File: config.mk
export PLATFORM = sky130hd
export DESIGN_NAME = dallanma_cozumu
export DESIGN_NICKNAME = d
export VERILOG_FILES = /design/src/common/dallanma_pkg.sv /design/src/dallanma/dallanma_birimi.sv /design/src/dallanma/dallanma_ongorucu.sv /design/src/logic/dallanma_cozumu.sv /design/src/logic/karsilastirici.sv
export SDC_FILE = /design/constraint.sdc
export NUM_CORES = 1
export LEC_CHECK = 0
export BUFFER_PORTS_ARGS = -buffer_cell sky130_fd_sc_hd__buf_2
export CORE_ASPECT_RATIO = 2
export CORE_MARGIN = 2
export CORE_UTILIZATION = 55
export CTS_BUF_LIST = sky130_fd_sc_hd__clkbuf_4 sky130_fd_sc_hd__clkbuf_8 sky130_fd_sc_hd__clkbuf_16
export CTS_CLUSTER_DIAMETER = 150
export DETAILED_ROUTE_END_ITERATION = 8
export PLACE_DENSITY = 0.78
export SETUP_SLACK_MARGIN = 0.3
export SLEW_MARGIN = 20
export SYNTH_ARGS = -nofsm -noshare
export SYNTH_HDL_FRONTEND = slang
export SYNTH_SLANG_ARGS = --single-unit
File: constraint.sdc
create_clock -name clk_i -period 15.1 [get_ports clk_i]
set_input_delay 3.775 -clock clk_i [delete_from_list [all_inputs] [get_ports clk_i]]
set_output_delay 3.775 -clock clk_i [all_outputs]
set_load 0.01 [all_outputs]
File: src/common/dallanma_pkg.sv
package dallanma_pkg;

    // adres ve veri genisligi
    localparam int XLEN = 32;

    // dallanma buyrugu turu, 6 ve 7 kodlari gecersiz
    typedef enum logic [2:0] {
        BEQ  = 3'd0,
        BNE  = 3'd1,
        BLT  = 3'd2,
        BGE  = 3'd3,
        BLTU = 3'd4,
        BGEU = 3'd5
    } dal_tur_e;

    // coz/yurut asamasindan gelen dallanma istegi
    typedef struct packed {
        dal_tur_e          tur;
        logic [XLEN-1:0]   ps;             // dallanmanin program sayaci
        logic [XLEN-1:0]   br;             // dallanma anlik degeri
        logic [XLEN-1:0]   kaynak1;
        logic [XLEN-1:0]   kaynak2;
        logic              ongoru;         // getirde verilen karar, 1 ise atlar
        logic              sikistirilmis;  // 16 bitlik buyruk
    } dal_istek_t;

    // cozulen dallanmanin guncelleme kaydi
    typedef struct packed {
        logic              gecerli;
        logic              atladi;
        logic [XLEN-1:0]   ps;
        logic [XLEN-1:0]   hedef;          // dogru sonraki adres
    } dal_guncelle_t;

    // karsilastirici bayraklari, AMB'deki gibi
    typedef struct packed {
        logic esit_mi;
        logic buyuk_mu;                    // isaretli
        logic buyuk_mu_isaretsiz;
    } karsilastirma_t;

endpackage

File: src/dallanma/dallanma_birimi.sv
`timescale 1ns/1ns

module dallanma_birimi
    import dallanma_pkg::*;
(
    input  logic           rst_i,
    input  logic           blok_aktif_i,
    input  logic           durdur_i,
    input  dal_istek_t     istek_i,
    input  karsilastirma_t bayrak_i,
    output dal_guncelle_t  guncelle_o,
    output logic           dallanma_hata_o
);

    logic            atla;
    logic            tur_gecerli;
    logic            gecerli;
    logic [XLEN-1:0] atlama_adresi;
    logic [XLEN-1:0] sonraki_adres;
    logic [XLEN-1:0] adim;
    logic            kucuk_isaretli;
    logic            kucuk_isaretsiz;

    // kucuk demek ne buyuk ne esit
    assign kucuk_isaretli  = !bayrak_i.buyuk_mu && !bayrak_i.esit_mi;
    assign kucuk_isaretsiz = !bayrak_i.buyuk_mu_isaretsiz && !bayrak_i.esit_mi;

    always_comb begin
        atla        = 1'b0;
        tur_gecerli = 1'b1;
        case (istek_i.tur)
            BEQ: begin
                atla = bayrak_i.esit_mi;
            end
            BNE: begin
                atla = !bayrak_i.esit_mi;
            end
            BLT: begin
                atla = kucuk_isaretli;
            end
            BGE: begin
                atla = bayrak_i.buyuk_mu || bayrak_i.esit_mi;
            end
            BLTU: begin
                atla = kucuk_isaretsiz;
            end
            BGEU: begin
                atla = bayrak_i.buyuk_mu_isaretsiz || bayrak_i.esit_mi;
            end
            default: begin
                tur_gecerli = 1'b0;  // 6 ve 7, guncelleme yok
            end
        endcase
    end

    // atlamazsa sikistirilmis buyrukta 2, tam buyrukta 4 ilerle
    assign adim          = istek_i.sikistirilmis ? XLEN'(2) : XLEN'(4);
    assign atlama_adresi = istek_i.ps + istek_i.br;  // tasma sarar
    assign sonraki_adres = istek_i.ps + adim;

    assign gecerli = rst_i && blok_aktif_i && !durdur_i && tur_gecerli;

    always_comb begin
        guncelle_o = '0;  // gecersizken tum alanlar sifir
        if (gecerli) begin
            guncelle_o.gecerli = 1'b1;
            guncelle_o.atladi  = atla;
            guncelle_o.ps      = istek_i.ps;
            guncelle_o.hedef   = atla ? atlama_adresi : sonraki_adres;
        end
    end

    // ongoru gercek karardan farkliysa hata, ps hedefe donmeli
    assign dallanma_hata_o = gecerli && (istek_i.ongoru != atla);

endmodule

File: src/dallanma/dallanma_ongorucu.sv
`timescale 1ns/1ns

module dallanma_ongorucu
    import dallanma_pkg::*;
#(
    parameter int BHT_BIT = 6
) (
    input  logic            clk_i,
    input  logic            rst_i,
    input  logic [XLEN-1:0] tahmin_ps_i,
    output logic            tahmin_atla_o,
    input  dal_guncelle_t   guncelle_i
);

    localparam int          GIRDI_SAYISI  = 2 ** BHT_BIT;
    localparam logic [1:0]  ZAYIF_ATLAMAZ = 2'd1;
    localparam logic [1:0]  GUCLU_ATLAR   = 2'd3;
    localparam logic [1:0]  GUCLU_ATLAMAZ = 2'd0;

    logic [1:0]         sayac [GIRDI_SAYISI];
    logic [BHT_BIT-1:0] tahmin_indis;
    logic [BHT_BIT-1:0] guncelle_indis;
    logic [1:0]         guncel_sayac;
    logic [1:0]         yeni_sayac;

    // bit 1 kullanilmaz, sikistirilmis ciftler ayni girdiyi paylasir
    assign tahmin_indis   = tahmin_ps_i[BHT_BIT+1:2];
    assign guncelle_indis = guncelle_i.ps[BHT_BIT+1:2];

    assign guncel_sayac = sayac[guncelle_indis];

    // doyumlu sayac, 0 ile 3 arasinda kalir
    always_comb begin
        yeni_sayac = guncel_sayac;
        if (guncelle_i.atladi) begin
            if (guncel_sayac != GUCLU_ATLAR) begin
                yeni_sayac = guncel_sayac + 2'd1;
            end
        end else begin
            if (guncel_sayac != GUCLU_ATLAMAZ) begin
                yeni_sayac = guncel_sayac - 2'd1;
            end
        end
    end

    always_ff @(posedge clk_i) begin
        if (!rst_i) begin
            for (int i = 0; i < GIRDI_SAYISI; i++) begin
                sayac[i] <= ZAYIF_ATLAMAZ;
            end
        end else if (guncelle_i.gecerli) begin
            sayac[guncelle_indis] <= yeni_sayac;
        end
    end

    // getir tarafi icin kombinasyonel okuma, ust bit karar
    assign tahmin_atla_o = sayac[tahmin_indis][1];

endmodule

File: src/logic/dallanma_cozumu.sv
`timescale 1ns/1ns

module dallanma_cozumu
    import dallanma_pkg::*;
#(
    parameter int BHT_BIT = 6
) (
    input  logic            clk_i,
    input  logic            rst_i,
    input  logic            blok_aktif_i,
    input  logic            durdur_i,
    input  dal_istek_t      istek_i,
    input  logic [XLEN-1:0] tahmin_ps_i,
    output logic            tahmin_atla_o,
    output dal_guncelle_t   guncelle_o,
    output logic            dallanma_hata_o
);

    karsilastirma_t bayrak;
    dal_guncelle_t  guncelle;

    // AMB'nin karsilastirma bayraklari yerine
    karsilastirici i_karsilastirici (
        .kaynak1_i (istek_i.kaynak1),
        .kaynak2_i (istek_i.kaynak2),
        .bayrak_o  (bayrak)
    );

    dallanma_birimi i_dallanma_birimi (
        .rst_i           (rst_i),
        .blok_aktif_i    (blok_aktif_i),
        .durdur_i        (durdur_i),
        .istek_i         (istek_i),
        .bayrak_i        (bayrak),
        .guncelle_o      (guncelle),
        .dallanma_hata_o (dallanma_hata_o)
    );

    // ayni guncelleme hem disari hem tabloya gider
    dallanma_ongorucu #(
        .BHT_BIT (BHT_BIT)
    ) i_dallanma_ongorucu (
        .clk_i         (clk_i),
        .rst_i         (rst_i),
        .tahmin_ps_i   (tahmin_ps_i),
        .tahmin_atla_o (tahmin_atla_o),
        .guncelle_i    (guncelle)
    );

    assign guncelle_o = guncelle;

endmodule

File: src/logic/karsilastirici.sv
`timescale 1ns/1ns

module karsilastirici
    import dallanma_pkg::*;
(
    input  logic [XLEN-1:0] kaynak1_i,
    input  logic [XLEN-1:0] kaynak2_i,
    output karsilastirma_t  bayrak_o
);

    logic signed [XLEN-1:0] kaynak1_isaretli;
    logic signed [XLEN-1:0] kaynak2_isaretli;

    assign kaynak1_isaretli = kaynak1_i;
    assign kaynak2_isaretli = kaynak2_i;

    // kucuk-esit bayragi yok, birim bunu esit ve buyukten cikarir
    always_comb begin
        bayrak_o.esit_mi            = (kaynak1_i == kaynak2_i);
        bayrak_o.buyuk_mu           = (kaynak1_isaretli > kaynak2_isaretli);
        bayrak_o.buyuk_mu_isaretsiz = (kaynak1_i > kaynak2_i);
    end

endmodule

==> impl_summary.log <==
INFO  metric antenna_cells = 0
INFO  metric fillCellCount = 1509
INFO  metric endpoint_kind = primary output
INFO  metric synthesis.yosys.warnings = 0
INFO  metric p_leak = 4.95 nW
INFO  metric clockRootBuffer = sky130_fd_sc_hd__clkbuf_16
INFO  metric timing.max_slew.rel_slack = 22.5%
INFO  metric power_frac_seq = 37.2%
INFO  metric mappedNetlistNets = 1307
INFO  metric synth_async_sr_flop_share = 0%
INFO  metric via_per_inst = 6.62
INFO  metric timing.rr.start = i_dallanma_ongorucu.sayac[44][0]
INFO  metric mappedNetlistArea = a little over 0.01 mm2
INFO  metric tightest_slew = 1.16 ns
INFO  metric critical-path-max-stage-delay = 0.60 ns
INFO  metric global_route.overflow_total = 0
INFO  metric setup_viol = 0
INFO  metric detailedPlacementHpwl = 23500 um
INFO  metric crit_path_cell_trace = buf_2 > inv_1 > ha_1 > nand4_1 > or4_4 > nor2_4 > xnor2_1 > a211oi_1 > a31oi_1 > o211ai_2 > buf_4 > mux2_2 > ha_1 > nand3_1 > a21oi_1 > o211ai_1 > a21oi_1 > a21oi_1 > o21ai_1 > a221oi_1 > o211a_1 > or3_1 > mux2i_1 > buf_2
INFO  metric drive_gt1_share = 25.7%
INFO  metric synth-adder-area-share = under 10%
INFO  metric max_freq = approximately 75 MHz
INFO  metric synth_xor_area_share = 2.23%
INFO  metric synthCells = 1073
INFO  metric wire_per_inst = roughly 23 um
INFO  metric power.share.clock = about two fifths
INFO  metric routabilityCongestion = 0.995
INFO  metric unique_masters_post_synth = 67
INFO  metric detailed_router_s_first_iteration_violation_count = 917
INFO  metric worst_clock_skew = 0.0154 ns
INFO  metric post_cts.resized_instances = 0
INFO  metric total_wirelength = about 33000 um
INFO  metric grt_first_pass_wirelength = 49900 um
INFO  metric post-route-period-util = 87.9%
INFO  metric number_of_flip_flops_in_the_largest_register = 128
INFO  metric timing.final.max_slew_violations = 0
INFO  metric worstPathRequired = 11.32 ns
INFO  metric hold_path_end = i_dallanma_ongorucu.sayac[39][0]
INFO  metric ctsHoldBuffers = 0
INFO  metric synthFlopType = sky130_fd_sc_hd__edfxtp_1
INFO  metric nNetsFinal = 1469
INFO  metric finalCriticalPeriod = between 10 and 15 ns
INFO  metric timing.rr.end = i_dallanma_ongorucu.sayac[17][1]
INFO  metric synth-compound-area-share = 13.7%
INFO  metric run_status = finished, final reports clean
INFO  metric biggestRegsByFlops = i_dallanma_ongorucu.sayac (128)
INFO  metric ir_worst_vdd = 0.0936 mV
INFO  metric timing.hold.worst_path_depth = 6
INFO  metric syn_to_final_growth = 16.1%
INFO  metric r2r_setup_slack = 11.64 ns
INFO  metric cp-start-kind = primary input
INFO  metric design.portCount = 237
INFO  metric design_power_total = 0.00109 W
INFO  metric cts.reportedPaths.clkPinSlew = 0.05 ns
INFO  metric hold_path_startpoint = i_dallanma_ongorucu.sayac[32][1]
INFO  metric synth_simple_gate_area_share = between 20% and 30%
INFO  metric cts.sink_count = 128
INFO  metric post_detailed_route_count_of_antenna_violating_nets = 0
INFO  metric power_switching_share = approximately 28%
INFO  metric detailedRoute.firstPassIterationCount = 6
INFO  metric first_global_vias = between 9000 and 10000
INFO  metric antenna_violations_before_repair = 0
INFO  metric die_w = ~100 um
INFO  metric power.density = 91.7 mW/mm2
INFO  metric buffer_ports.inserted = between 200 and 250
INFO  metric post-cts-setup-buffer-count = 0
INFO  metric power.net_switching = 0.000300 W
INFO  metric via_count_of_the_routed_design = 9645
INFO  metric die-height = 197 um
INFO  metric setup_tns = 0 ns
INFO  metric arrival = roughly 9.5 ns
INFO  metric total_routing_resource_utilization_after_global_routing = 33.3%
INFO  metric clkLatencyLatePin = 0.48 ns
INFO  metric path_class = in -> out
INFO  metric rsz0062_at_grt = no
INFO  metric cts.htree.levels = 4
INFO  metric cellInternalPower = about 0.0008 W
INFO  metric path_max_fanout = 35
INFO  metric die_outline_area = 0.0197 mm2
INFO  metric postSynthAreaPerCell = 9.50 um2
INFO  metric clockBufferDepth = 3
INFO  metric tritoncts.num_buffers = 25
INFO  metric final.hold.worst_slack = 1.17 ns
INFO  metric pin_count_of_the_biggest_net_entering_global_routing = 66
INFO  metric synth_top_family_by_area = simple AND/OR/NAND/NOR gates
INFO  metric initial_core_util = 56.0%
INFO  metric critPathSlowestCell = sky130_fd_sc_hd__or4_4
INFO  metric std_cell_rows = 70
INFO  metric post-route-drc-count = 0
INFO  metric synth-edff-count = 128
INFO  metric power_frac_comb = 21.3%
INFO  metric synth_seq_area_share = 37.7%
INFO  metric min-delay-path-class = reg -> reg
INFO  metric r2r_cells = 10
INFO  metric hold_viol = 0
INFO  metric max_cap_viol_count = 0
INFO  metric crit_path_frequent_cell = sky130_fd_sc_hd__a21oi_1
INFO  metric synth.ff_latch_count = 128
INFO  metric largest_register = i_dallanma_ongorucu.sayac
INFO  metric placeableCoreArea = approximately 0.018 mm2
INFO  metric tritoncts = done
INFO  metric synth_mux_area_share = 10.5%
[cell usage after synthesis (12+ instances only)]
master                     number  share of area [%]
sky130_fd_sc_hd__ha_1          64                7.9
sky130_fd_sc_hd__nor3_1        70                3.4
sky130_fd_sc_hd__o21ai_0       76                3.7
sky130_fd_sc_hd__buf_6         13                1.4
sky130_fd_sc_hd__xnor2_1       17                1.5
sky130_fd_sc_hd__mux2i_1       12                1.2
sky130_fd_sc_hd__a21o_1        18                1.3
sky130_fd_sc_hd__mux4_2        37                8.2
sky130_fd_sc_hd__and3_1        40                2.5
sky130_fd_sc_hd__a21oi_1       52                2.6
sky130_fd_sc_hd__and2_1        31                1.9
sky130_fd_sc_hd__nor2_1        84                3.1
sky130_fd_sc_hd__edfxtp_1     128                 38
sky130_fd_sc_hd__nand2_1       77                2.8
sky130_fd_sc_hd__nand3_1       58                2.8
sky130_fd_sc_hd__inv_1         53                2.0
sky130_fd_sc_hd__clkbuf_1      58                2.1
[power groups by stage]
stage | clock, W | combinational, W | sequential (W)
finish | 0.000451 | 0.000231 | 0.000404
global route | 0.000463 | 0.000251 | 0.000405
CTS | 0.000447 | 0.000226 | 0.000404
detailed placement | 0 | 0.000224 | 0.000411
global placement | 0 | 0.000220 | 0.000410
floorplan | 0 | 0.000161 | 0.000408
[logic make-up after synthesis]
family                   Yosys count
AO/OA/AOI/OAI                    222
XOR/XNOR                          26
AND/OR/NAND/NOR                  428
multiplexers                      59
adder cells (fa/ha/maj)           65
flip-flops                       128
buffers and inverters            145
[placed cells by master, fill, tap and decap left out, types with 10 or more instances in the layout]
| cell | Yosys | final |
|---|---|---|
| sky130_fd_sc_hd__clkbuf_16 | 0 | 25 |
| sky130_fd_sc_hd__nor2b_1 | 11 | 11 |
| sky130_fd_sc_hd__buf_4 | 1 | 14 |
| sky130_fd_sc_hd__nor2_1 | 84 | 84 |
| sky130_fd_sc_hd__ha_1 | 64 | 64 |
| sky130_fd_sc_hd__inv_1 | 53 | 53 |
| sky130_fd_sc_hd__a21o_1 | 18 | 18 |
| sky130_fd_sc_hd__edfxtp_1 | 128 | 128 |
| sky130_fd_sc_hd__nand2_1 | 77 | 77 |
| sky130_fd_sc_hd__a21oi_1 | 52 | 52 |
| sky130_fd_sc_hd__xnor2_1 | 17 | 17 |
| sky130_fd_sc_hd__nand4_1 | 11 | 11 |
| sky130_fd_sc_hd__and2_1 | 31 | 31 |
| sky130_fd_sc_hd__nand3_1 | 58 | 58 |
| sky130_fd_sc_hd__mux4_2 | 37 | 37 |
| sky130_fd_sc_hd__or3_1 | 10 | 10 |
| sky130_fd_sc_hd__mux2i_1 | 12 | 12 |
| sky130_fd_sc_hd__nor3_1 | 70 | 69 |
| sky130_fd_sc_hd__mux2_2 | 10 | 10 |
| sky130_fd_sc_hd__and3_1 | 40 | 40 |
| sky130_fd_sc_hd__o21ai_0 | 76 | 76 |
| sky130_fd_sc_hd__buf_2 | 9 | 210 |
[routing by layer]
layer,GRT usage (%),wire length [um],vias up
li1,-,-,4302
met1,33.1,10200,4508
met2,58.3,17200,642
met3,6.60,3050,193
met4,27.6,2920,0
met5,0,0,-
[critical path, delay by kind of cell]
family,cells,cell delay [ns]
muxes,2,0.70
AOI/OAI and AO/OA,10,2.30
and+or+nand+nor,5,1.39
adders and majority gates,2,0.58
xor gates and xnor gates,1,0.08
buffers and inverters,4,0.65
[stage by stage]
| step | setup slack [ns] | cells | area (um2) | util, % |
|---|---|---|---|---|
| floorplan | 3.13 | 1073 | 10200 | - |
| finish | 1.83 | 1456 | 11800 | 65.0 |
| global route | 1.44 | 1456 | 11800 | 65.0 |
| detailed placement | 1.94 | 1424 | 11200 | 61.4 |
| global placement | 2.01 | 1424 | 11200 | 61.4 |
| CTS | 1.91 | 1456 | 11800 | 65.0 |
[area by class of cell]
cell class                      instances  area, um2  share of cell area [%]
Clock inverter                          6       23.8                   0.201
Tap cell                              216        270                    2.28
Timing Repair Buffer                  224       1160                    9.77
Multi-Input combinational cell        800       5700                    48.2
Clock buffer                           26        633                    5.35
Sequential cell                       128       3840                    32.5
Inverter                               56        210                    1.78
[how the worst max path moves through the flow]
| stage | startpoint | to | depth (start not counted) |
|---|---|---|---|
| 2_1_floorplan | istek_i[32] | guncelle_o[31] | 23 |
| 3_3_place_gp | istek_i[16] | guncelle_o[31] | 24 |
| 3_5_place_dp | istek_i[16] | guncelle_o[31] | 24 |
| 4_1_cts | istek_i[16] | guncelle_o[31] | 24 |
| 5_1_grt | istek_i[28] | guncelle_o[31] | 24 |
| 6_report | istek_i[16] | guncelle_o[31] | 24 |
Note: power is estimated with default switching activity, not from simulation.
